`config.mk`:
```
export PLATFORM = sky130hd
export DESIGN_NAME = tex_addr_counter
export DESIGN_NICKNAME = d
export VERILOG_FILES = /design/src/tex_pkg.sv /design/src/tex_addr_counter.sv
export VERILOG_INCLUDE_DIRS = /design/src /design/src/include
export SDC_FILE = /design/constraint.sdc
export NUM_CORES = 1
export LEC_CHECK = 0
export ABC_AREA = 1
export BUFFER_PORTS_ARGS = -buffer_cell sky130_fd_sc_hd__clkbuf_2
export CAP_MARGIN = 0
export CORE_ASPECT_RATIO = 1.1
export CORE_MARGIN = 1
export CORE_UTILIZATION = 53
export CTS_CLUSTER_SIZE = 8
export DETAILED_ROUTE_END_ITERATION = 7
export PLACE_DENSITY = 0.89
export RECOVER_POWER = 100
export SLEW_MARGIN = 30
export SYNTH_ARGS = -nofsm -noshare
export SYNTH_HDL_FRONTEND = slang
export SYNTH_SLANG_ARGS = --single-unit
```
`constraint.sdc`:
```
create_clock -name clk -period 2.2 [get_ports clk]
set_clock_uncertainty 0.05 [all_clocks]
set_input_delay 0.11 -clock clk [delete_from_list [all_inputs] [get_ports clk]]
set_output_delay 0.11 -clock clk [all_outputs]
set_load 0.005 [all_outputs]
```
`src/include/tex_config.svh`:
```
`ifndef TEX_CONFIG_SVH
`define TEX_CONFIG_SVH

// Texel address width
// 17 bits gives a texel memory of 128K words
`define TEX_ADDR_W 17

// Texture number width, 64 textures
`define TEX_NUM_W 6

// Register stages inside the alpha blender
`define BLEND_STAGES 2

`endif

```
`src/tex_pkg.sv`:
```
`include "tex_config.svh"

package tex_pkg;

	// One texel, red in the top byte and alpha in the bottom byte
	typedef struct packed
	{
		logic [7:0] red;
		logic [7:0] green;
		logic [7:0] blue;
		logic [7:0] alpha;
	} rgba_t;

	// Address into the texel memory
	typedef logic [`TEX_ADDR_W-1:0] tex_addr_t;

	// Index into the start table
	typedef logic [`TEX_NUM_W-1:0] tex_num_t;

	// Fetch controller states
	typedef enum logic [1:0]
	{
		IDLE,
		LOAD,
		PIXEL
	} fetch_state_t;

endpackage

```
`src/tex_addr_counter.sv`:
```
`timescale 1ns/1ps

module tex_addr_counter
(
	input logic clk,
	input logic reset,
	input logic load,
	input logic step,
	input tex_pkg::tex_addr_t start_addr,
	output tex_pkg::tex_addr_t ptr
);

	import tex_pkg::*;

	tex_addr_t ptr_next;

	always_comb
	begin
		ptr_next = ptr;
		if (load)
		begin
			ptr_next = start_addr;
		end
		else if (step)
		begin
			// wraps at the top of the memory
			ptr_next = ptr + 1'b1;
		end
	end

	always_ff @(posedge clk, negedge reset)
	begin
		if (!reset)
		begin
			ptr <= '0;
		end
		else
		begin
			ptr <= ptr_next;
		end
	end

endmodule

```
Yosys cells after proc, flatten, opt, wreduce, memory -nomap -nowiden --
Cells that the tools add are included.
Cells by class: $add $sub $neg 1, muxes and demuxes 2, reductions and logical operators 1
Operators with widths (count):
- 2-to-1 mux 17 bit | 2
- adder 17 x 1 -> 17 bit, second input constant | 1
- nonzero test 2 bit | 1
Storage, ports and cells: register bits after elaboration 17, input bits 21, output and inout port bits 17

Longest topological paths before layout --
Gate-level depths: netlist of the first run.
depth after elaboration 3, depth in mapped cells 8, mapped depth without buffers 8

Worst setup path after synthesis of the first run --
OpenSTA, ideal clock, no wires.
kind flip-flop to flip-flop, start register ptr[0], end register ptr[16], setup time 0.121 ns, arrival time 1.143 ns, path slack 0.886 ns, stages on the path, launching flop included 7, path buffers 0, path through dfrtp_1 > ha_1 > nand3_2 > nor2_1 > nand3_1 > nand3_1 > nand2_1
Between the ends: cells in the longest elaborated chain, start to end 3
Ends and longest elaborated chain:
- start, declared | line tex_addr_counter.sv:10 | output tex_pkg::tex_addr_t ptr
- start signal, assigned | line tex_addr_counter.sv:39 | ptr <= ptr_next;
- adder 17 x 1 -> 17 bit | line tex_addr_counter.sv:27 | ptr_next = ptr + 1'b1;
- 2-to-1 mux 17 bit | line tex_addr_counter.sv:24 | else if (step)
- 2-to-1 mux 17 bit | line tex_addr_counter.sv:20 | if (load)
No other way between the ends. The select of a mux whose other input is x is not followed. A chain may end at the register's enable or synchronous reset.

Final worst setup path of the first run --
Ends and elaborated chain as after synthesis.

==> results of run 1 <==
## per-layer routing
layer / GRT usage [%] / vias up / wire, um
li1: - / 609 / -
met5: 0 / - / 0
met3: 4.24 / 5 / 114
met4: 10.8 / 0 / 49
met1: 34.5 / 585 / 1290
met2: 43.5 / 40 / 1390
## critical path: cells and delay by family (launching register included)
family,cells,cell delay (ps)
AND/OR/NAND/NOR,5,700
flip-flops,1,470
adder cells (fa/ha/maj),1,230
## power groups by stage
stage	Clock, mW	Sequential [mW]	Combinational [mW]
finish	0.178	0.401	0.190
global route	0.193	0.406	0.215
CTS	0.180	0.400	0.197
detailed placement	0	0.405	0.184
global placement	0	0.403	0.177
floorplan	0	0.399	0.108
## through the flow
stage          setup WS (ps)  std cells
2_1_floorplan            886        156
4_1_cts                  692        230
3_3_place_gp             814        217
3_5_place_dp             738        217
5_1_grt                  461        230
6_report                 645        230
## logic make-up after synthesis
family,after synthesis,share of synthesized area [%]
XOR/XNOR,5,3.81
buffers and inverters,22,7.94
adder cells (fa/ha/maj),1,1.09
AND/OR/NAND/NOR,85,34.9
flip-flops,17,37.0
AO/OA/AOI/OAI,26,15.2
## cell usage in the layout, fill, tap and decap left out, types with 5 or more instances in the layout
cell           netlist  layout
nand2_1             42      42
clkbuf_2             0      28
inv_1               18      18
nand3_1             16      17
dfrtp_1             17      17
nor2_1              11      13
a22oi_1             13      13
clkbuf_1             1      10
dlygate4sd3_1        0       9
nand2_2              5       5
## final cells by class
type,instances,area (um^2)
clock buffer,4,26.3
tap,28,35.0
sequential,17,425
fill,176,584
multi-input combinational,117,618
timing repair buffer,46,264
inverter,18,67.6
## path summary, 6_finish.rpt
path                                from      end  slack (ps)  cells after the start
max in group asynchronous          reset  ptr[13]        1050                      2
setup reg to reg                  ptr[0]  ptr[16]         640                      6
setup / recovery                  ptr[0]  ptr[16]         640                      6
hold reg to reg                  ptr[16]  ptr[16]         530                      2
hold / removal             start_addr[6]   ptr[6]         -10                      3
min in group asynchronous          reset   ptr[4]         430                      2
==> metrics.md, run 1 <==
| Metric | Value |
|---|---|
| H-tree depth | 1 |
| Crit path max fanout | 6 |
| Final hold viol count | 3 |
| Layout net count | 225 |
| Largest net degree at the start of global routing | 19 |
| Post-synth EDFFs | 0 |
| Fin. max-slew vios | 0 |
| Synth top area cells | dfrtp_1 37%, nand2_1 14%, a22oi_1 8.5% |
| Vias | 1,239 |
| Crit path DAT | 1700 ps |
| Count leader, synth | nand2_1 |
| Top Registers | ptr: 17 flops |
| Clock Power Share | 23.2% |
| CP Launch Type | register |
| Hold Buf Count CTS | 9 |
| Full die area | 0.00236 mm^2 |
| Share of layout cells above drive strength 1 | about a fifth |
| Port Buffers | 37 |
| Yosys reg bits | 17 |
| Headroom to the max-slew limit | 26.9% |
| WS Path Type | reg -> reg |
| Antenna diodes | 0 |
| Num Clock Sinks | 17 |
| Post-Syn Area per Cell | 7.37 um^2 |
| Max reg flops | 17 |
| Max cap viols | 0 |
| Flop pwr share | 52.1% |
| Leak | between 0.7 and 0.8 nW |
| RSZ-0062 raised after global routing | no |
| Sw frac | 34.3% |
| Min Hold Slack | -9.83 ps |
| GRT Overall Usage | 26.8% |
| Clk_lat worst skew | approximately 300 ps |
| Final period util | between 70% and 80% |
| Share of the synthesized area in the top cell type | 37.0% |
| Final Util | 71.1% |
| Netlist cell types | 22 |
| Max rail drop VDD | 0.000391 V |
| Yosys warning total | 0 |
| Failing checks | negative hold slack |
| Fin Setup TNS | 0 ps |
| CORE AREA | 0.00202 mm^2 |
| Int Pwr | 0.505 mW |
| Syn nets | 178 |
| Remaining DRCs | 0 |
| Crit. End Element | register |
| Root Driver | clkbuf_4 |
| PD cells | approximately 530 mW/mm^2 |
| Min-Delay Path Class | in -> reg |
| DRT Pass-1 Iters | 4 |
| Mapped Area | around 0.0011 mm^2 |
| CTS Buf Count | 3 |
| Max Root-Sink Buffers | 2 |
| Register area share after synthesis | between 30 and 40% |
| Primary FF master, synth | dfrtp_1 |
| Slowest stage cell, crit path | dfrtp_1 |
| IO Pins | 38 |
| DRT iter0 DRCs | 29 |
| Die height | between 50 and 60 um |
| Top cells by count, synth | 42 x nand2_1, 18 x inv_1, 17 x dfrtp_1 |
| Most used cell along the critical path | nand3_1 |
| Gr ovfl total | 0 |
| Crit-path max cell delay | around 470 ps |
| Initial core utilization | 56.9% |
| Largest reg by FF count | ptr |
| Syn Inst Count | about 160 |
| CTS tree | built |
| Synth async-reset ratio | 100% |
| Outcome | complete, but fails checks |
| DRT antenna net count | 0 |
| Vias in the first global route | approximately 1,100 |
| Clock-pin slew on the worst setup and hold paths | 110 ps |
| Postcts setup bufs | 0 |
| Drt total wl | 2850 um |
| Layout area overhead | 24.9% |
| Combinational power share | 24.7% |
| Crit-path cells | ha_1 -> nand3_1 -> nor2_1 -> nand3_1 -> nand3_1 -> nand2_1 |
| Overall Power | 0.768 mW |
| FMAX | about 640 MHz |
| Initial antenna violation count | 0 |
| Post-CTS sizing | 0 |
| Die Wd | approximately 46 um |
| Data required, critical path | roughly 2300 ps |
| Setup Viol. Count Final | 0 |
| Vias per cell | 5.39 |
| Row cnt | 17 |
| Clock period minus worst slack | between 1500 and 2000 ps |
| Psw | 0.263 mW |
| Post-DP HPWL | 2000 um |
| First-pass GRT wire length | 4620 um |
| Routability cong. | 0.927 |
| Area leader, netlist | dfrtp_1 |
| Fin area | 0.00144 mm^2 |
| Worst Max-Slew Pin Slew | 1090 ps |
| Wire per inst | 12.4 um |
| Post-DP Area | roughly 0.0013 mm^2 |
No activity file was read; power rests on OpenSTA's default activity.
==> run 2, diff against run 1 <==
- CORE_UTILIZATION: 53 -> 45
- PLACE_DENSITY: 0.89 -> 0.81
- clock period: 2.2 -> 1.26 ns (I/O delays scaled with it)
==> run 2 against run 1 <==
  * The run ends with negative setup slack left
  * Critical path type unchanged
  * Largest power group unchanged
  * Clock-buffer cell count did not move
  * Routed wire length rose by 22%
  * Power rose by 95%
  * First-iteration DRC count rose by 59%
  * Hold slack improved by 64 ps
  * Design area rose by 24%
==> metrics.md, run 2 (same netlist as run 1, synthesis figures left out) <==
| Metric | Value |
|---|---|
| DRT Pass-1 Iters | 5 (+1) |
| Fin area | 0.00178 mm^2 (+24%) |
| DRT antenna net count | 0 (unchanged) |
| Largest reg by FF count | ptr |
| Leak | 0.871 nW (+23%) |
| Crit path max fanout | 6 (unchanged) |
| Commonest non-fill, non-tap cell in the layout | nand2_1 |
| Wire per inst | 13.4 um (+8.3%) |
| Share of layout cells above drive strength 1 | 38.7% (+18 points) |
| Layout area overhead | 54.7% |
| Fin Setup TNS | -21.0 ps (-21.0 ps) |
| Max Root-Sink Buffers | 2 (unchanged) |
| CP Launch Type | register |
| Final WS setup | -13.8 ps (-658 ps) |
| Delay-heaviest family, CP | simple AND/OR/NAND/NOR gates |
| Failing checks | negative setup slack |
| R2R setup slack | -10 ps (-660 ps) |
| Initial core utilization | 49.6% (-7.3 points) |
| Min-Delay Path Class | in -> reg |
| Worst Reg-to-Reg Cells | 7 (+1) |
| Final period util | 101% (+30 points) |
| Max cap viols | 0 (unchanged) |
| Commonest non-fill, non-tap cells in the layout | 37 x nand2_1, 36 x clkbuf_2, 18 x dlygate4sd3_1, 18 x buf_4, 17 x inv_1 |
| Top Registers | ptr: 17 flops |
| Num Clock Sinks | 17 (unchanged) |
| Gr ovfl total | 0 (unchanged) |
| Port Buffers | 37 (unchanged) |
| Die Wd | 50.2 um (+8.2%) |
| DRT iter0 DRCs | 46 (+59%) |
| Crit-path max cell delay | 450 ps (-20 ps) |
| Reg-to-reg startpoint | ptr[12] |
| Layout net count | 253 (+12%) |
| FMAX | 785 MHz (+22%) |
| Die height | 55.0 um (+8.2%) |
| Post-placement cell count | 230 (+6.0%) |
| Clock period minus worst slack | 1270 ps (-282 ps) |
| Cell Count, Final, Fillers Out | 260 (+13%) |
| FILL cells | 173 (-1.7%) |
| Routability cong. | 0.922 (-0.56%) |
| Crit. End Element | register |
| Overall Power | 1.50 mW (+95%) |
| Setup Viol. Count Final | 3 (+3) |
| Crit-path cells | nand2_1 -> nor2_1 -> nand2_1 -> inv_1 -> nand3_1 -> nand3_1 -> nand2_1 |
| Clk_lat worst skew | 300 ps (about the same) |
| Full die area | 0.00276 mm^2 (+17%) |
| Post-DP Area | 0.00146 mm^2 (+8.2%) |
| Worst Hold End | ptr[1] |
| H-tree depth | 1 (unchanged) |
| Initial antenna violation count | 0 (unchanged) |
| WS Path Type | reg -> reg |
| Outcome | complete, but fails checks |
| Largest net degree at the start of global routing | 18 (-1) |
| First-pass GRT wire length | 5180 um (+12%) |
| Hold Startpoint | load |
| GRT Overall Usage | 25.3% (-1.5 points) |
| Root Driver | clkbuf_4 |
| Max rail drop VDD | 0.000643 V (+65%) |
| Clock-pin slew on the worst setup and hold paths | 100 ps (about the same) |
| Max reg flops | 17 (unchanged) |
| Hold Path Cell Cnt | 3 (unchanged) |
| Most used cell along the critical path | nand2_1 |
| PD cells | 844 mW/mm^2 (+58%) |
| Min Hold Slack | 54.4 ps (+64.2 ps) |
| Vias in the first global route | 1,191 (+7.8%) |
| Post-DP HPWL | 2350 um (+18%) |
| Final hold viol count | 0 (-3) |
| CTS tree | built |
| IO Pins | 38 (unchanged) |
| Antenna diodes | 0 (unchanged) |
| Remaining DRCs | 0 (unchanged) |
| Row cnt | 18 (+1) |
| Headroom to the max-slew limit | 36.3% (+9.5 points) |
| CP bufs+invs | 1 (+1) |
| RSZ-0062 raised after global routing | yes |
| Worst Max-Slew Pin Slew | 955 ps (-138 ps) |
| Data required, critical path | 1390 ps (-950 ps) |
| CORE AREA | 0.00232 mm^2 (+15%) |
| Vias | 1,377 (+11%) |
| CTS Buf Count | 3 (unchanged) |
| Vias per cell | 5.30 (-1.7%) |
| Fin. max-slew vios | 0 (unchanged) |
| Drt total wl | 3480 um (+22%) |
| Slowest stage cell, crit path | dfrtp_1 |
| Worst R2R End | ptr[16] |
| Crit path DAT | 1400 ps (-300 ps) |
-- run 2: worst max-delay path by stage --
stage	startpoint	to	depth (start not counted)
floorplan	ptr[0]	ptr[8]	7
global placement	ptr[3]	ptr[9]	7
detailed placement	ptr[3]	ptr[9]	7
CTS	ptr[2]	ptr[9]	7
global route	ptr[13]	ptr[16]	7
finish	ptr[12]	ptr[16]	7
-- run 2: routing by layer --
metal / part of all wire [%] / global-route usage, % / up-vias / wire (um)
li1: - / - / 663 / -
met5: 0 / 0 / - / 0
met4: 2.7 / 11.0 / 0 / 93
met3: 5.4 / 2.73 / 11 / 188
met1: 42 / 30.3 / 635 / 1450
met2: 50 / 46.7 / 68 / 1750
-- run 2: cell type report --
class	count	area (um^2)	share of cell area, %
Clock buffer	4	26.3	1.48
Inverter	18	67.6	3.80
Multi-Input combinational cell	117	704	39.6
Sequential cell	17	433	24.3
Tap cell	30	37.5	2.11
Timing Repair Buffer	74	510	28.7
-- run 2: worst register-to-register path, delay by kind of cell, from the launching register on --
kind / cells / cell delay [ps]
AND/OR/NAND/NOR: 6 / 610
buffers and inverters: 1 / 60
flip-flops: 1 / 450
-- run 2: power breakdown --
| group | internal, mW | switching (mW) | total, mW |
|---|---|---|---|
| combinational | 0.262 | 0.251 | 0.513 |
| clock | 0.123 | 0.172 | 0.296 |
| sequential | 0.608 | 0.0855 | 0.693 |
-- run 2: what timing repair did --
action                     CTS  global route
hold endpoints to repair    34             0
setup endpoints to repair    7            13
pin swaps                    2             7
hold buffers                18             0
cloned                       0             0
setup buffers                3             5
gates resized for setup      5            15
-- run 2: per-stage QoR --
stage / util [%] / setup WS (ps)
floorplan: - / 50.2
global placement: 62.8 / 10.1
detailed placement: 62.8 / -35.7
CTS: 73.2 / 3.25
global route: 76.7 / -144
finish: 76.7 / -13.8
==> run 3, diff against run 2 <==
- CORE_UTILIZATION: 45 -> 50
- PLACE_DENSITY: 0.81 -> 0.85
- clock period: 1.26 -> 1.2 ns (I/O delays scaled with it)
==> run 3 against run 2 <==
  * Register-to-register slack worse by 180 ps
  * First-iteration DRC count up 96%
  * Hold slack better by 13 ps
  * Sequential power up 4.3%
  * Flip-flop and latch count unchanged
  * Clock power up 16%
  * The run still ends with negative setup slack left
  * Largest power group unchanged
==> metrics.md, run 3 (same netlist as run 1, synthesis figures left out) <==
| Metric | Value |
|---|---|
| Outcome | complete, but fails checks |
| Failing checks | negative setup slack |
| Vias per cell | 5.81 (+9.7%) |
| Worst Max-Slew Pin Slew | 462 ps (-493 ps) |
| First-pass GRT wire length | 5680 um (+9.6%) |
| FMAX | 719 MHz (-8.4%) |
| Leak | 0.956 nW (+9.8%) |
| Slowest stage cell, crit path | dfrtp_1 |
| Layout net count | 265 (+4.7%) |
| Max reg flops | 17 (unchanged) |
| Largest reg by FF count | ptr |
| Largest net degree at the start of global routing | 18 (unchanged) |
| Post-placement cell count | 234 (+1.7%) |
| Gr ovfl total | 0 (unchanged) |
| Crit-path cells | nand2_2 -> inv_1 -> nand2_1 -> nor2_4 -> nand3_1 -> nand3_1 -> nand2_1 |
| Share of layout cells above drive strength 1 | 42.6% (+3.9 points) |
| CP Launch Type | register |
| Overall Power | 1.76 mW (+17%) |
| DRT antenna net count | 0 (unchanged) |
| Met3 usage | 8.28% (+5.5 points) |
| Clock-pin slew on the worst setup and hold paths | 100 ps (about the same) |
| Clock period minus worst slack | 1390 ps (+116 ps) |
| Data required, critical path | 1350 ps (-40 ps) |
| Routability cong. | 0.932 (+1.1%) |
| Post-DP HPWL | 2380 um (+1.2%) |
| Fin Setup TNS | -1480 ps (-1460 ps) |
| DRT Pass-1 Iters | 5 (unchanged) |
| Wire per inst | 18.8 um (+40%) |
| Min Hold Slack | 67.2 ps (+12.8 ps) |
| Initial antenna violation count | 0 (unchanged) |
| Max cap viols | 0 (unchanged) |
| Commonest non-fill, non-tap cells in the layout | 37 x nand2_1, 37 x clkbuf_2, 28 x buf_4 |
| Crit-path max cell delay | 430 ps (-20 ps) |
| Num Clock Sinks | 17 (unchanged) |
| Layout area overhead | 66.3% |
| H-tree depth | 1 (unchanged) |
| Max rail drop VDD | 0.000790 V (+23%) |
| Crit. End Element | register |
| Vias | 1,569 (+14%) |
| Top Registers | ptr: 17 flops |
| Final WS setup | -190 ps (-176 ps) |
| DRT iter0 DRCs | 90 (+96%) |
| Hold Path Cell Cnt | 3 (unchanged) |
| Most used routing layer | met2 |
| Die height | 52.3 um (-4.9%) |
| Reg-to-reg startpoint | ptr[5] |
| Antenna diodes | 0 (unchanged) |
| Crit path max fanout | 3 (-3) |
| Min-Delay Path Class | in -> reg |
| Final period util | 116% (+15 points) |
| WS Path Type | reg -> reg |
| R2R setup slack | -190 ps (-180 ps) |
| RSZ-0062 raised after global routing | yes |
| CTS tree | built |
| Final Util | 91.7% (+15 points) |
| Worst Setup SP | ptr[5] |
| Port Buffers | 37 (unchanged) |
| Worst R2R End | ptr[10] |
| Final hold viol count | 0 (unchanged) |
| Cell Count, Final, Fillers Out | 270 (+3.8%) |
| Drt total wl | 5070 um (+45%) |
| Full die area | 0.00250 mm^2 (-9.6%) |
| Crit path DAT | 1540 ps (+140 ps) |
| Vias in the first global route | 1,334 (+12%) |
| Max Root-Sink Buffers | 2 (unchanged) |
| Global routing usage on met1 | 37.8% (+7.5 points) |
| Die Wd | 47.7 um (-4.9%) |
| Hold Startpoint | load |
| Worst Reg-to-Reg Cells | 7 (unchanged) |
| Setup Viol. Count Final | 15 (+12) |
| IO Pins | 38 (unchanged) |
| GRT Overall Usage | 32.6% (+7.2 points) |
| CTS Buf Count | 3 (unchanged) |
| Fin. max-slew vios | 0 (unchanged) |
| Root Driver | clkbuf_4 |
| Remaining DRCs | 0 (unchanged) |
| PD cells | 918 mW/mm^2 (+8.8%) |
| Row cnt | 17 (-1) |
| Initial core utilization | 55.2% (+5.6 points) |
| Clk_lat worst skew | 320 ps (+20 ps) |
| M2 GR Usage | 56.8% (+10 points) |
| CORE AREA | 0.00208 mm^2 (-10%) |
| Headroom to the max-slew limit | 69.2% (+33 points) |
| Worst Hold End | ptr[1] |
## run 3: power by group
part	leakage (nW)	internal [mW]	switching, mW
clock	0.0150	0.131	0.213
combinational	0.740	0.337	0.351
sequential	0.202	0.637	0.0860
## run 3: cell type report
| type | instances | area (um^2) |
|---|---|---|
| tap | 28 | 35.0 |
| timing repair buffer | 86 | 609 |
| sequential | 17 | 430 |
| multi-input combinational | 117 | 743 |
| clock buffer | 4 | 26.3 |
| fill | 85 | 173 |
| inverter | 18 | 67.6 |
## run 3: worst max-delay path by stage
stage	to	slack [ps]	cells after the start
after global routing	ptr[10]	-250	7
final	ptr[10]	-190	7
after detailed placement	ptr[8]	-70	7
after global placement	ptr[8]	-30	7
after CTS	ptr[14]	-60	6
after floorplan	ptr[8]	-3	7
## run 3: repair_timing
action	in CTS	in global routing
setup buffers	3	11
hold buffers	18	0
endpoints found under the hold margin	34	0
gates cloned	0	0
setup endpoints to repair	11	13
pin swaps	10	12
gates resized for setup	8	18
## run 3: stage by stage
step	area [um^2]	setup WS, ps
2_1_floorplan	1180	-2.86
3_3_place_gp	1500	-26.4
3_5_place_dp	1500	-70.2
4_1_cts	1760	-56.9
5_1_grt	1910	-253
6_report	1910	-190
## run 3: per-layer routing
metal / wire, um / share of wire, %
met1: 1920 / 38
met2: 2430 / 48
met3: 455 / 9.0
met4: 255 / 5.0
met5: 0 / 0
## run 3: worst max-delay path, delay by kind of cell (launching register included)
kind                   cells  cell delay [ps]
and+or+nand+nor            6              700
DFF                        1              430
buffers and inverters      1               90
