### src/include/tex_config.svh
`ifndef TEX_CONFIG_SVH
`define TEX_CONFIG_SVH

// Texel address width
// 17 bits gives a texel memory of 128K words
`define TEX_ADDR_W 17

// Texture number width, 64 textures
`define TEX_NUM_W 6

// Register stages inside the alpha blender
`define BLEND_STAGES 2

`endif

### src/tex_pkg.sv
`include "tex_config.svh"

package tex_pkg;

	// One texel, red in the top byte and alpha in the bottom byte
	typedef struct packed
	{
		logic [7:0] red;
		logic [7:0] green;
		logic [7:0] blue;
		logic [7:0] alpha;
	} rgba_t;

	// Address into the texel memory
	typedef logic [`TEX_ADDR_W-1:0] tex_addr_t;

	// Index into the start table
	typedef logic [`TEX_NUM_W-1:0] tex_num_t;

	// Fetch controller states
	typedef enum logic [1:0]
	{
		IDLE,
		LOAD,
		PIXEL
	} fetch_state_t;

endpackage

### src/alpha_blend.sv
`timescale 1ns/1ps
`include "tex_config.svh"

module alpha_blend
(
	input logic clk,
	input logic reset,
	input logic in_valid,
	input tex_pkg::rgba_t texel,
	input logic [7:0] bg_red,
	input logic [7:0] bg_green,
	input logic [7:0] bg_blue,
	output logic out_valid,
	output logic [7:0] out_red,
	output logic [7:0] out_green,
	output logic [7:0] out_blue,
	output logic [7:0] out_alpha
);

	localparam int NUM_CH = 3;

	logic [8:0] weight;
	logic [8:0] weight_inv;
	logic [7:0] fg_ch [NUM_CH];
	logic [7:0] bg_ch [NUM_CH];

	// Stage 1
	logic [15:0] fg_prod [NUM_CH];
	logic [15:0] bg_prod [NUM_CH];
	logic [7:0] alpha_s1;

	// Stage 2
	logic [15:0] blend_sum [NUM_CH];
	logic [7:0] blend_ch [NUM_CH];
	logic [7:0] alpha_s2;

	logic [`BLEND_STAGES-1:0] valid_pipe;

	// Weight runs 0..256 so that alpha 255 is fully opaque
	assign weight = {1'b0, texel.alpha} + {8'd0, texel.alpha[7]};
	assign weight_inv = 9'd256 - weight;

	// Channel order red, green, blue
	assign fg_ch[0] = texel.red;
	assign fg_ch[1] = texel.green;
	assign fg_ch[2] = texel.blue;

	assign bg_ch[0] = bg_red;
	assign bg_ch[1] = bg_green;
	assign bg_ch[2] = bg_blue;

	// Products
	always_ff @(posedge clk)
	begin
		for (int i = 0; i < NUM_CH; i++)
		begin
			fg_prod[i] <= 16'(fg_ch[i]) * 16'(weight);
			bg_prod[i] <= 16'(bg_ch[i]) * 16'(weight_inv);
		end
		alpha_s1 <= texel.alpha;
	end

	// Sum never exceeds 255 * 256, so 16 bits hold it
	always_comb
	begin
		for (int i = 0; i < NUM_CH; i++)
		begin
			blend_sum[i] = fg_prod[i] + bg_prod[i];
		end
	end

	// Sums shifted down by 8
	always_ff @(posedge clk)
	begin
		for (int i = 0; i < NUM_CH; i++)
		begin
			blend_ch[i] <= blend_sum[i][15:8];
		end
		alpha_s2 <= alpha_s1;
	end

	// Valid follows the data through both stages
	always_ff @(posedge clk, negedge reset)
	begin
		if (!reset)
		begin
			valid_pipe <= '0;
		end
		else
		begin
			valid_pipe <= {valid_pipe[`BLEND_STAGES-2:0], in_valid};
		end
	end

	assign out_valid = valid_pipe[`BLEND_STAGES-1];
	assign out_red = blend_ch[0];
	assign out_green = blend_ch[1];
	assign out_blue = blend_ch[2];
	assign out_alpha = alpha_s2;

endmodule

### config.mk
export PLATFORM = sky130hd
export DESIGN_NAME = alpha_blend
export DESIGN_NICKNAME = d
export VERILOG_FILES = /design/src/tex_pkg.sv /design/src/alpha_blend.sv
export VERILOG_INCLUDE_DIRS = /design/src /design/src/include
export SDC_FILE = /design/constraint.sdc
export NUM_CORES = 1
export LEC_CHECK = 0
export BUFFER_PORTS_ARGS = -buffer_cell sky130_fd_sc_hd__buf_2
export CORE_UTILIZATION = 34
export DETAILED_ROUTE_END_ITERATION = 6
export PLACE_DENSITY_LB_ADDON = 0.2
export SYNTH_ARGS = -nofsm -noshare
export SYNTH_HDL_FRONTEND = slang
export SYNTH_SLANG_ARGS = --single-unit
### constraint.sdc
create_clock -name clk -period 2.05 [get_ports clk]
set_input_delay 0.3075 -clock clk [delete_from_list [all_inputs] [get_ports clk]]
set_output_delay 0.3075 -clock clk [all_outputs]
set_load 0.005 [all_outputs]
Word level (Yosys, flattened, before mapping)
Memory sizes are Yosys's and may differ from the RTL's.
Cells that the tools add are included.
{"block": "word_totals", "memories": 3, "in_bits": 59, "ramBits": 120, "output_inout_bits": 33, "register_bits": 18}
{"memory": "bg_prod", "words": 3, "word_bits": 16, "rd": 3, "rd_clocked_by_memory_dff": 0, "wr": 3, "line_no": "alpha_blend.sv:29", "text": "logic [15:0] bg_prod [NUM_CH];"}
{"memory": "fg_prod", "words": 3, "word_bits": 16, "rd": 3, "rd_clocked_by_memory_dff": 0, "wr": 3, "line_no": "alpha_blend.sv:28", "text": "logic [15:0] fg_prod [NUM_CH];"}
{"memory": "blend_ch", "words": 3, "word_bits": 8, "rd": 3, "rd_clocked_by_memory_dff": 0, "wr": 3, "line_no": "alpha_blend.sv:34", "text": "logic [7:0] blend_ch [NUM_CH];"}
{"block": "classes", "n_addsub": 5, "n_mul": 6}
{"operator": "multiplier 8 x 9 -> 16 bit", "n": 6}
{"operator": "adder 16 bit", "n": 3}
{"operator": "adder 8 x 1 -> 9 bit", "n": 1}
{"operator": "subtractor 9 bit, first input constant", "n": 1}

Longest topological paths before layout
Gate-level depths: netlist of the first run.
{"block": "depth", "word_depth": 3, "ltp_mapped": 26, "ltp_nobuf": 23}

Worst setup path after synthesis of the first run
Ideal clock, no wire load.
{"block": "synth_timing", "path_type": "input -> register", "startpoint": "in texel[0] in the netlist's numbering", "endpoint": "mem bg_prod[2][14] (netlist: bg_prod[0][46])", "arrival_time_ns": 6.117, "path_stages": 26, "slack_ns": -4.139, "required_time_ns": 1.978, "n_path_buf": 3, "path_cell_list": "ha_1 -> clkbuf_2 -> xor2_1 -> clkbuf_1 -> inv_1 -> ha_1 -> nand4_1 -> o32ai_1 -> xnor2_1 -> clkbuf_1 -> nand2b_1 -> fa_1 -> fa_1 -> inv_1 -> fa_1 -> inv_1 -> fa_1 -> inv_1 -> ha_1 -> or3_1 -> a221o_1 -> a31oi_1 -> o21ai_1 -> a21o_1 -> a21oi_1 -> xnor2_1"}
{"element": "from (decl)", "line_no": "alpha_blend.sv:9", "text": "input tex_pkg::rgba_t texel,"}
{"element": "to (decl)", "line_no": "alpha_blend.sv:29"}

==> results.txt, run 1 <==
The run finished, with violations left. The final reports fail on setup timing. At the later pin of the worst-skew pair, clock insertion delay measures ~0.47 ns. The clock slew seen by the registers of the worst setup and hold paths came out at 0.07 ns. The delay of the slowest cell on the worst path came out at between 0.5 and 0.6 ns. The number of instances in the synthesized netlist came out at roughly 1900.

The top-area cell type share of the netlist area came out at 0.276. The power density normalized to cell area is roughly 1400 nW/um^2. The routed design has 45900 microns of wire. Once routing completed, OpenROAD measured the worst setup slack at -2.94 ns. The worst path required time came out at approximately 2.4 ns. The remaining antenna violation count is 0. The number of distinct library cells after synthesis is 57.

In this run the power spent charging and discharging nets is 14200 uW. Entering global routing, the biggest net connects 49 pins. The final weighted congestion of routability-driven global placement came out at approximately 0.83. The sequential group share of total power came out at 0.135. The post-route standard cell area excluding fillers is approximately 24000 sq um. The final count of hold timing violations came out at 0. The layout-stage area growth over the synthesis result is 35.5%.

Ranked by total cell area, the synthesized netlist is headed by fa_1 (28%), ha_1 (18%), dfxtp_1 (15%). The worst hold path belongs to the class input port to register. The core outline area came out at roughly 52000 sq um. Measured on the finished design, the core utilization comes to 0.469.

The most critical setup path has its startpoint at texel[7]. By startpoint and endpoint, the worst setup path is classified as input port to register. The worst setup path is captured at a register.

The final critical delay including setup and external delays is between 4 and 5 ns. The total buffers and inverters traversed by the critical path came out at 8. The width of the die came out at approximately 230 microns. The sequential share of the synthesized area is 0.155. By instance count, the leading cell after synthesis is inv_1. The worst setup path is launched from an input port. The starting density of the core is 0.346. The final worst hold slack is between 0.05 and 0.06 ns. Between clock sinks in the finished design, the worst skew comes to 0.0105 ns. The most numerous cell type found on the critical path is fa_1. TritonCTS built the clock tree. The largest total area in the synthesized netlist belongs to fa_1. Measured along the y axis, the die boundary spans between 200 and 250 microns. The count of warnings emitted by yosys came out at 0. The count of flip-flops with a built-in enable after synthesis is 0. The via count of the first global-routing pass is between 15000 and 20000.

The mean number of vias per cell came out at ~4.6. The number of buffers inserted during clock tree synthesis came out at 17. The clock passes through at most 2 buffers. The sum of negative setup slack is -170.41 ns.

The internal portion of total power is 19500 uW. At the pin with the least slew margin, the transition time is 0.407 ns. The via count of the routed design is around 14000. The number of clock sinks came out at 138. The tightest slew margin relative to the limit is 0.729.

Along the worst path, the maximum fanout reaches 6. The total of flip-flops plus latches after synthesis is 138. The number of core rows is just over 80. Summed over all nets, the half-perimeter wirelength after detailed placement is ~37000 microns.

The slowest stage of the critical path belongs to the cell fa_1. The aggregate global-route resource usage came out at 0.182. The net total in the final layout is approximately 2900. After detailed routing, the average wire length per cell comes to 15.2 microns.

The maximum achievable frequency is about 200 MHz. The combinational fraction of design power is 0.772. The number of I/O pins came out at 92. The number of fill cells is 4885.

The clock network power share is 0.093. The number of H-tree branching levels came out at 4. Of the total power, the share spent switching nets is 0.422. The count of pins over their slew limit is 0.

The area after detailed placement is around 22000 sq um. The commonest cells after synthesis are inv_1 (327), ha_1 (255), fa_1 (246), and2_1 (214), nand2_1 (152). The number of iterations in the first detailed-routing pass came out at 5. Synthesis produced a netlist with a net count of approximately 2500. The static leakage is around 0.012 uW. Setup repair after global routing could not meet its margin everywhere. Setup violations remaining at the end of the flow were counted as 83. The number of port buffers came out at between 90 and 100. After the first detailed-routing iteration, the DRC count stood at 421.

In the synthesized netlist the dominant register cell turns out to be dfxtp_1. The leftover overflow at the end of global routing is 0. The worst supply voltage drop on vdd came out at roughly 1.2 mV. Dividing the final minimum period by the clock period gives 2.43. The root buffer cell chosen for the clock tree is clkbuf_16. Averaged over all synthesized cells, the footprint is about 9.3 sq um. The initial antenna violation count came to 3. The worst hold path startpoint is texel[3]. The total power draw came out at 33700 uW. The cell family with the largest share of critical-path delay is adder cells. For the worst setup path, the data arrival time is 5.35 ns. The startpoint identified for the worst register-to-register timing path is fg_prod[0][36].

The number of maximum-capacitance violations came out at 0. The share of final-layout standard cells stronger than drive strength 1 came out at 0.319. For this run, design rule violations remaining after detail routing come to 0. In this run the cell area of the synthesized design comes to 17800 sq um. The proportion of synthesized flip-flops having asynchronous set or reset is 0.0145. The die outline area came out at roughly 53000 sq um.

The global-route wire length before repair came out at around 76000 microns.
-- per-layer routing --
metal	vias to the layer above	GRT usage	part of all wire
li1	6843	-	-
met1	6763	0.230	0.46
met5	-	0	0.00028
met4	2	0.0718	0.030
met2	156	0.313	0.49
met3	63	0.0256	0.023
-- through the flow --
stage	cells	setup WS (ns)
floorplan	1916	-3.74
global placement	2943	-3.52
detailed placement	2943	-3.59
CTS	3011	-2.89
global route	3030	-3.12
finish	3031	-2.94
-- kinds of logic (layout without fill, tap and decap cells) --
logic type      count (synthesis)  count (layout)  share of synthesized area
simple gates                  599             599                      0.182
buf+inv                       374             807                     0.0803
xor+xnor                      117             117                     0.0599
mux                             1               1                   0.000841
fa+ha+maj                     501             501                      0.455
other cells                     0               2                          0
flops                         138             138                      0.155
compound gates                186             186                     0.0671
-- worst register-to-register path, cell delays in order, from the launching register on --
cell      delay, ns
dfxtp_1        0.31
ha_1           0.30
a21o_1         0.18
a211o_1        0.28
o221a_2        0.28
o21ai_0        0.16
nand2b_1       0.11
a211oi_1       0.28
nor2_1         0.08
-- cell type report --
class | instances | area (sq um) | area share
antenna | 2 | 5.00 | 0.000207
clock buffer | 20 | 447 | 0.0185
clock inverter | 12 | 138 | 0.00569
inverter | 327 | 1230 | 0.0508
multi-input combinational | 1404 | 15200 | 0.630
sequential | 138 | 2770 | 0.115
tap | 680 | 851 | 0.0352
timing repair buffer | 448 | 3510 | 0.145
-- power groups by stage --
stage	Clock [uW]	Combinational, uW	Sequential (uW)
2_1_floorplan	0	15200	4410
3_3_place_gp	0	23200	4610
3_5_place_dp	0	23400	4630
4_1_cts	3260	25400	4580
5_1_grt	3330	29100	4630
6_report	3120	26000	4540
-- final timing paths --
kind	end	slack [ns]	cells after the start
worst max-delay path	bg_prod[0][30]	-2.94	26
worst min-delay path	alpha_s1[3]	0.05	1
worst max register to register	blend_ch[0][18]	-0.05	8
worst min register to register	out_alpha[2]	0.32	0
max in group asynchronous	valid_pipe[1]	1.80	2
min in group asynchronous	valid_pipe[0]	0.15	2
-- sequential cells by signal, summed over array words and instances, names as in the netlist --
name / flops
bg_prod: 48
fg_prod: 48
blend_ch: 24
alpha_s1: 8
out_alpha: 8
valid_pipe: 2
-- repair_timing --
item | 4_1_cts | 5_1_grt
setup buffers | 39 | 17
hold buffers | 2 | 0
setup endpoints to repair | 89 | 95
pin swaps | 99 | 29
endpoints found under the hold margin | 3 | 0
resized for setup | 174 | 77
gates cloned | 1 | 1
-- layout by cell type (no fill, tap or decap), types with 11 or more instances in the layout --
cell       count
buf_4        302
nand2b_1      14
a21oi_2       28
o21a_1        24
buf_2         89
o21ai_0       16
ha_1         198
nand3_1       12
and3_1        13
inv_1        305
nor2_1        39
inv_2         21
fa_2          12
and2_1       192
ha_4          54
a21oi_1       32
buf_6         35
clkbuf_16     18
fa_1         234
o21ai_2       11
and2_4        36
xnor2_1       73
nor3_1        19
nor2b_1       61
nand2_1      143
a21o_1        15
dfxtp_1      136
buf_12        11
xor2_1        21
nor2_2        11
Power figures use the tool's default switching activity.
==> run 2, diff against run 1 <==
- SKIP_CTS_REPAIR_TIMING: unset -> 1
==> run 2 against run 1 <==
The run still ends with setup timing left. Setup slack improved by 0.026 ns. Sequential power barely moved. Critical path type unchanged. Largest power group unchanged. Clock power about the same. Utilization shrank 0.32 points. Sequential share of layout area is 0.078 points higher. Clock skew rose by 0.0016 ns.
==> results.txt, run 2 (synthesis results as in run 1) <==
Setup repair after global routing could not meet its margin everywhere. The wire length per cell after detailed routing was 15.0 microns (-0.75%). The post-route clock skew is 0.0121 ns (+0.00162 ns). The post-route clock period utilization is 2.42 (-0.0125). The endpoint identified for the worst register-to-register timing path is blend_ch[0][7]. The total net switching power came to 14300 uW (+0.88%). The via count of the routed design is 13800 (-0.29%). The total power draw came out at 33900 uW (+0.79%).

The critical register-to-register path startpoint is fg_prod[0][1]. The root buffer cell is clkbuf_16. The number of core rows came out at 83 (unchanged). In this run the worst hold path is classified as input port to register. The worst supply voltage drop on vdd was 1.16 mV (+0.20%). The worst setup path is launched from an input port. The final weighted congestion of routability-driven global placement is 0.833 (unchanged).

The largest driver fanout on the critical path is 8 (+2). The post-layout worst setup margin is -2.91 ns (+0.0256 ns). The sequential group share of total power is 0.134 (about the same). The worst-case reg-to-reg path depth was 8 (unchanged). TritonCTS built the clock tree. The wire length after detailed routing is 45400 microns (-1.2%). The final reports fail on setup timing. The count of pins over their slew limit is 0 (unchanged). The internal portion of total power is 19600 uW (+0.72%).

The die outline area came out at 53400 sq um (unchanged). The fraction of power spent switching nets is 0.422 (about the same). The mean number of vias per cell came to 4.57 (+0.14%). The top cell types in the final layout, fill and taps aside, are inv_1 (296), buf_4 (288), fa_1 (237), ha_1 (211), and2_1 (195). The most frequent standard cell in the layout excluding fill and tap cells is inv_1. The setup slack after placement came out at -3.59 ns (unchanged).

The flow ran to the end, but the final reports show violations. The hold-critical path endpoint is alpha_s1[3]. The number of remaining DRC errors is 0 (unchanged). The initial antenna violation count is 2 (-1). The aggregate global-route resource usage is 0.176 (-0.00607).

The combinational fraction of design power came out at 0.774 (+0.002). The final cell count without fillers is 3018 (-0.43%). The remaining antenna violation count was 0 (unchanged). The post-DP HPWL came out at 37000 microns (unchanged).

The total of endpoints with negative setup slack in the final report is 82 (-1.2%). The number of buffers inserted during clock tree synthesis is 17 (unchanged). The signal arrival time at the worst endpoint is 5.32 ns (-0.03 ns). The source-to-sink clock delay at the later pin of the worst-skew pair came to 0.48 ns (about the same).

STA classifies the critical path endpoint as a register. The height of the chip is 231 microns (unchanged). The maximum buffer depth of the clock tree is 2 (unchanged).

The power density normalized to cell area is 1410 nW/um^2 (+1.5%). The minimum setup slack among reg-to-reg paths was -0.02 ns (+0.03 ns). The number of port buffers is 91 (unchanged). The number of cells after detailed placement is 2943 (unchanged).

The net total in the final layout came out at 2883 (-0.45%). The static leakage came out at 0.0119 uW (-0.27%). The critical path is of the input port to register type.

The layout-stage area growth over the synthesis result came out at 34.6%. The clock slew seen by the registers of the worst setup and hold paths was 0.07 ns (about the same). The tightest slew margin relative to the limit is 0.627 (-0.102). The pin count of the biggest net entering global routing is 49 (unchanged). The sum of negative setup slack came out at -170.28 ns (+0.129 ns).

The leftover overflow at the end of global routing came out at 0 (unchanged). The number of maximum-capacitance violations is 0 (unchanged). The measured slew at the worst slew-check pin came out at 0.560 ns (+0.153 ns). The clock network power share came out at 0.092 (about the same). The number of I/O pins was 92 (unchanged). The share of final-layout standard cells stronger than drive strength 1 is 0.312 (-0.00722).

The global-route wire length before repair is 74100 microns (-3.1%). The number of fill cells came out at 4930 (+0.92%). The final count of hold timing violations is 0 (unchanged).

The final worst hold slack is 0.0576 ns (+0.00301 ns). The number of instances on the worst hold path came out at 1 (unchanged). The number of H-tree branching levels is 4 (unchanged).

The maximum achievable frequency is 202 MHz (+0.52%). The final critical delay including setup and external delays is 4.96 ns (-0.0256 ns). The width of the die is 231 microns (unchanged). The worst path required time came out at 2.41 ns (about the same). The initial detailed-routing violation count came out at 444 (+5.5%).

The largest registers in the layout are bg_prod x48, fg_prod x48, blend_ch x24. The via count of the first global-routing pass is 14800 (-2.9%). The starting density of the core is 0.346 (unchanged).

The startpoint identified for the worst hold timing path is texel[3]. The number of iterations in the first detailed-routing pass was 5 (unchanged). The number of clock sinks came out at 138 (unchanged). The core outline area is 51600 sq um (unchanged).
-- run 2: worst max-delay path, stage by stage --
cell and delay [ns]:
buf_12 0.11, ha_4 0.17, xor2_4 0.16, inv_4 0.06
ha_4 0.14, nand4_1 0.12, o32ai_4 0.16, o21a_4 0.21
buf_6 0.10, mux2_4 0.34, buf_4 0.15, buf_6 0.11
and2_4 0.15, fa_1 0.51, fa_1 0.42, fa_1 0.49
inv_1 0.05, fa_1 0.49, inv_2 0.05, ha_4 0.22
and3_4 0.18, a21oi_4 0.12, o31ai_4 0.09, nor4_2 0.17
nor3_1 0.09, xor2_1 0.14
-- run 2: stage by stage --
stage,utilization,instance area (sq um)
3_5_place_dp,0.426,22000
5_1_grt,0.466,24000
2_1_floorplan,-,18700
4_1_cts,0.438,22600
6_report,0.466,24000
3_3_place_gp,0.426,22000
-- run 2: area by class of cell --
type / instances / area (sq um) / area share
multi-input combinational: 1404 / 15200 / 0.632
clock inverter: 12 / 138 / 0.00573
clock buffer: 20 / 447 / 0.0186
sequential: 138 / 2770 / 0.115
tap: 680 / 851 / 0.0354
antenna: 2 / 5.00 / 0.000208
inverter: 327 / 1230 / 0.0512
timing repair buffer: 435 / 3400 / 0.142
-- run 2: worst max path at each step --
stage | end | startpoint | slack (ns)
after detailed placement | bg_prod[0][46] | texel[7] | -3.59
after CTS | bg_prod[0][46] | texel[7] | -3.08
final | bg_prod[0][30] | texel[7] | -2.91
after global routing | bg_prod[0][14] | texel[7] | -3.07
after global placement | bg_prod[0][46] | texel[7] | -3.52
after floorplan | bg_prod[0][46] | texel[0] | -3.74
-- run 2: layer usage --
layer | GRT usage | vias up | wire length, microns
li1 | - | 6822 | -
met3 | 0.0252 | 58 | 1150
met4 | 0.0658 | 2 | 1160
met1 | 0.222 | 6730 | 20600
met2 | 0.304 | 175 | 22500
met5 | 0 | - | 13
-- run 2: power groups by stage --
stage	Combinational, uW	Sequential (uW)	Clock (uW)
after global routing	29300	4630	3330
after detailed placement	23400	4630	0
after floorplan	15200	4410	0
final	26300	4540	3130
after CTS	23700	4580	3260
after global placement	23200	4610	0
==> run 3, diff against run 2 <==
- ABC_AREA: unset -> 1
==> run 3 against run 2 <==
The run still ends with setup timing left. First-iteration DRC count up 41%. Routed wire length up 14%. Highest routed layer unchanged. Via count up 17%. Utilization up 0.89 points. Critical path depth down 1. Clock skew down 0.0027 ns. Global-route usage up 1.5 points. Sequential power about the same. Synthesized cell count up 20%. Sequential share of layout area down 0.51 points. Flip-flop and latch count unchanged. Clock power down 1%.
==> results.txt, run 3 <==
The via count of the routed design came out at 16100 (+17%). The starting density of the core is 0.347 (+0.00108). The number of iterations in the first detailed-routing pass was 5 (unchanged). In the final layout, the registers with the most flip-flops are bg_prod x48, fg_prod x48, blend_ch x24. The global-route wire length before repair came to 83000 microns (+12%). The number of core rows is 84 (+1.2%). The mean number of vias per cell came out at 4.64 (+1.6%). The number of port buffers is 91 (unchanged).

The final weighted congestion of routability-driven global placement is 0.886 (+6.4%). The area of the mapped netlist is 18400 sq um (+3.0%). The static leakage was 0.0133 uW (+12%).

The number of maximum-capacitance violations came out at 0 (unchanged). The synthesized netlist net count came out at 2859 (+15%). The maximum achievable frequency came out at 219 MHz (+8.8%). The path class of the tightest hold or removal check is input port to register. The power density normalized to cell area is 1440 nW/um^2 (+1.8%). The worst supply voltage drop on vdd came to 0.926 mV (-20%). The total of endpoints with negative setup slack in the final report came to 81 (-1.2%).

The post-route clock skew came to 0.00946 ns (-0.00265 ns). The flow ran to the end, but the final reports show violations. The post-route clock period utilization is 2.22 (-0.196). The post-layout worst setup margin came out at -2.51 ns (+0.402 ns). The share of final-layout standard cells stronger than drive strength 1 came to 0.311 (-0.000653).

The final count of hold timing violations is 0 (unchanged). The number of instances on the worst hold path is 1 (unchanged). The source-to-sink clock delay at the later pin of the worst-skew pair was 0.45 ns (-0.03 ns). The number of instances in the synthesized netlist is 2299 (+20%).

The count of flip-flops with a built-in enable after synthesis is 0 (unchanged). The count of pins over their slew limit came out at 0 (unchanged). The core outline area came out at 53000 sq um (+2.6%). The wire length per cell after detailed routing is 14.9 microns (-0.74%). STA classifies the critical path endpoint as a register. Setup repair after global routing could not meet its margin everywhere. The clock slew seen by the registers of the worst setup and hold paths came out at 0.07 ns (about the same).

The most frequent standard cell in the layout excluding fill and tap cells is inv_1. The proportion of synthesized flip-flops having asynchronous set or reset came out at 0.0145 (unchanged). Counting instances in the post-synthesis netlist gives the leading cell types as inv_1 (509), nand2_1 (395), nor2_1 (270), ha_1 (255), fa_1 (246). The count of warnings emitted by yosys is 0 (unchanged). The largest driver fanout on the critical path was 8 (unchanged). The maximum buffer depth of the clock tree is 2 (unchanged). The die outline area came out at 55000 sq um (+2.9%). The top cell types in the final layout, fill and taps aside, are inv_1 (463), nand2_1 (343), buf_4 (335), nor2_1 (233), fa_1 (231). The height of the chip is 234 microns (+1.5%). The worst setup path is launched from an input port. The number of buffers inserted during clock tree synthesis is 17 (unchanged). The number of remaining DRC errors came to 0 (unchanged). The post-DP HPWL was 43900 microns (+19%). The top-area cell type share of the netlist area is 0.268 (-0.00791). Of all cell types, the one taking the most synthesized area is fa_1. TritonCTS built the clock tree. The worst path required time came out at 2.39 ns (-0.02 ns). The initial antenna violation count is 5 (+3). Among all flip-flop cells after synthesis, the most frequent one is dfxtp_1. The number of I/O pins came out at 92 (unchanged).

The mean area per synthesized cell came out at 7.99 sq um (-14%). The root buffer cell is clkbuf_16. The final critical delay including setup and external delays came out at 4.56 ns (-0.402 ns).

The wire length after detailed routing is 51700 microns (+14%). The sequential share of the synthesized area came out at 0.151 (-0.00445). The via count of the first global-routing pass was 17000 (+14%). The remaining antenna violation count came out at 0 (unchanged). The worst setup path is of the input port to register kind. The number of distinct library cells after synthesis came out at 43 (-25%). The width of the die is 234 microns (+1.5%).

The number of H-tree branching levels was 4 (unchanged). The leftover overflow at the end of global routing was 0 (unchanged). The final core utilization is 0.474 (+0.00886). The total of flip-flops plus latches after synthesis came to 138 (unchanged). The checks that failed: setup timing. The worst-case reg-to-reg path depth came to 8 (unchanged). By area the synthesized netlist is led by fa_1 (27%), ha_1 (17%), dfxtp_1 (15%).

The initial detailed-routing violation count came out at 625 (+41%). The measured slew at the worst slew-check pin came out at 0.393 ns (-0.166 ns). The tightest slew margin relative to the limit was 0.738 (+0.111). The net total in the final layout came to 3322 (+15%). Among all cell types in the netlist, the one instantiated most often is inv_1.

The aggregate global-route resource usage came out at 0.191 (+0.0151). The pin count of the biggest net entering global routing is 31 (-37%). The final worst hold slack was 0.0274 ns (-0.0302 ns).

The layout-stage area growth over the synthesis result is 36.8%. The signal arrival time at the worst endpoint came out at 4.90 ns (-0.42 ns). The number of clock sinks came out at 138 (unchanged).
[run 3: changes by cell type in the layout (fill, tap and decap cells not counted), moves of 29 or more]
cell and change:
a21oi_1 +38, and2_1 -195, and2_4 -32, buf_4 +47
inv_1 +167, nand2_1 +199, nand2_2 +29, nand3_1 +32
nor2_1 +193, nor2_2 +36, nor2b_1 -68, xnor2_1 -34
xor2_1 +47
[run 3: path summary, 6_finish.rpt]
path	start	end	slack (ns)
setup / recovery	texel[7]	bg_prod[0][29]	-2.51
hold / removal	texel[6]	alpha_s1[6]	0.03
setup reg to reg	fg_prod[0][41]	blend_ch[0][21]	0.09
hold reg to reg	alpha_s1[0]	out_alpha[0]	0.33
max in group asynchronous	reset	valid_pipe[0]	1.79
min in group asynchronous	reset	valid_pipe[1]	0.16
[run 3: layer usage]
layer / track usage / wire, microns / up-vias
met5: 0 / 49 / -
met4: 0.0633 / 1340 / 8
met3: 0.0327 / 2160 / 86
met2: 0.333 / 25700 / 275
met1: 0.239 / 22500 / 7799
li1: - / - / 7917
[run 3: cells by family after synthesis]
logic type | Yosys count | synth area share
XOR/XNOR | 106 | 0.0505
flip-flops | 138 | 0.151
buffers and inverters | 553 | 0.115
AO/OA/AOI/OAI | 204 | 0.0620
AND/OR/NAND/NOR | 797 | 0.180
adder cells (fa/ha/maj) | 501 | 0.442
[run 3: critical path, cell delays in order]
cell     delay [ns]
buf_12         0.11
ha_4           0.18
xor2_4         0.17
inv_4          0.10
buf_12         0.10
nand4_4        0.11
nor2_4         0.15
nand2_2        0.09
o21ai_2        0.19
nand2_4        0.17
buf_8          0.19
nor2_2         0.09
fa_1           0.45
fa_2           0.50
fa_1           0.49
inv_1          0.05
fa_1           0.48
inv_1          0.06
ha_4           0.31
nand2_2        0.08
o21ai_2        0.17
a21oi_2        0.06
nor2_1         0.10
nor2_1         0.06
xnor2_1        0.11
[run 3: layout make-up]
type | count | area, sq um
fillers | 5184 | 27800
flip-flops and latches | 138 | 2770
clock inverters | 15 | 156
well taps | 688 | 861
inverters | 517 | 1970
clock buffers | 17 | 425
diodes | 1 | 2.50
repair buffers | 480 | 3710
multi-input cells | 1608 | 15200
[run 3: power by group]
group | internal [uW] | total [uW] | switching, uW
logic | 13600 | 28500 | 14900
clock network | 1720 | 3090 | 1370
registers | 4080 | 4570 | 498
total | 19400 | 36100 | 16700
[run 3: through the flow]
stage | area, sq um | setup slack, ns | setup TNS (ns) | std cells | power [uW]
2_1_floorplan | 19300 | -2.70 | -151.76 | 2299 | 20700
3_3_place_gp | 22900 | -3.02 | -190.55 | 3385 | 29000
3_5_place_dp | 22900 | -3.09 | -194.65 | 3385 | 29200
4_1_cts | 23500 | -2.62 | -155.63 | 3417 | 32600
5_1_grt | 25100 | -2.68 | -160.00 | 3463 | 39700
6_report | 25100 | -2.51 | -148.49 | 3464 | 36100
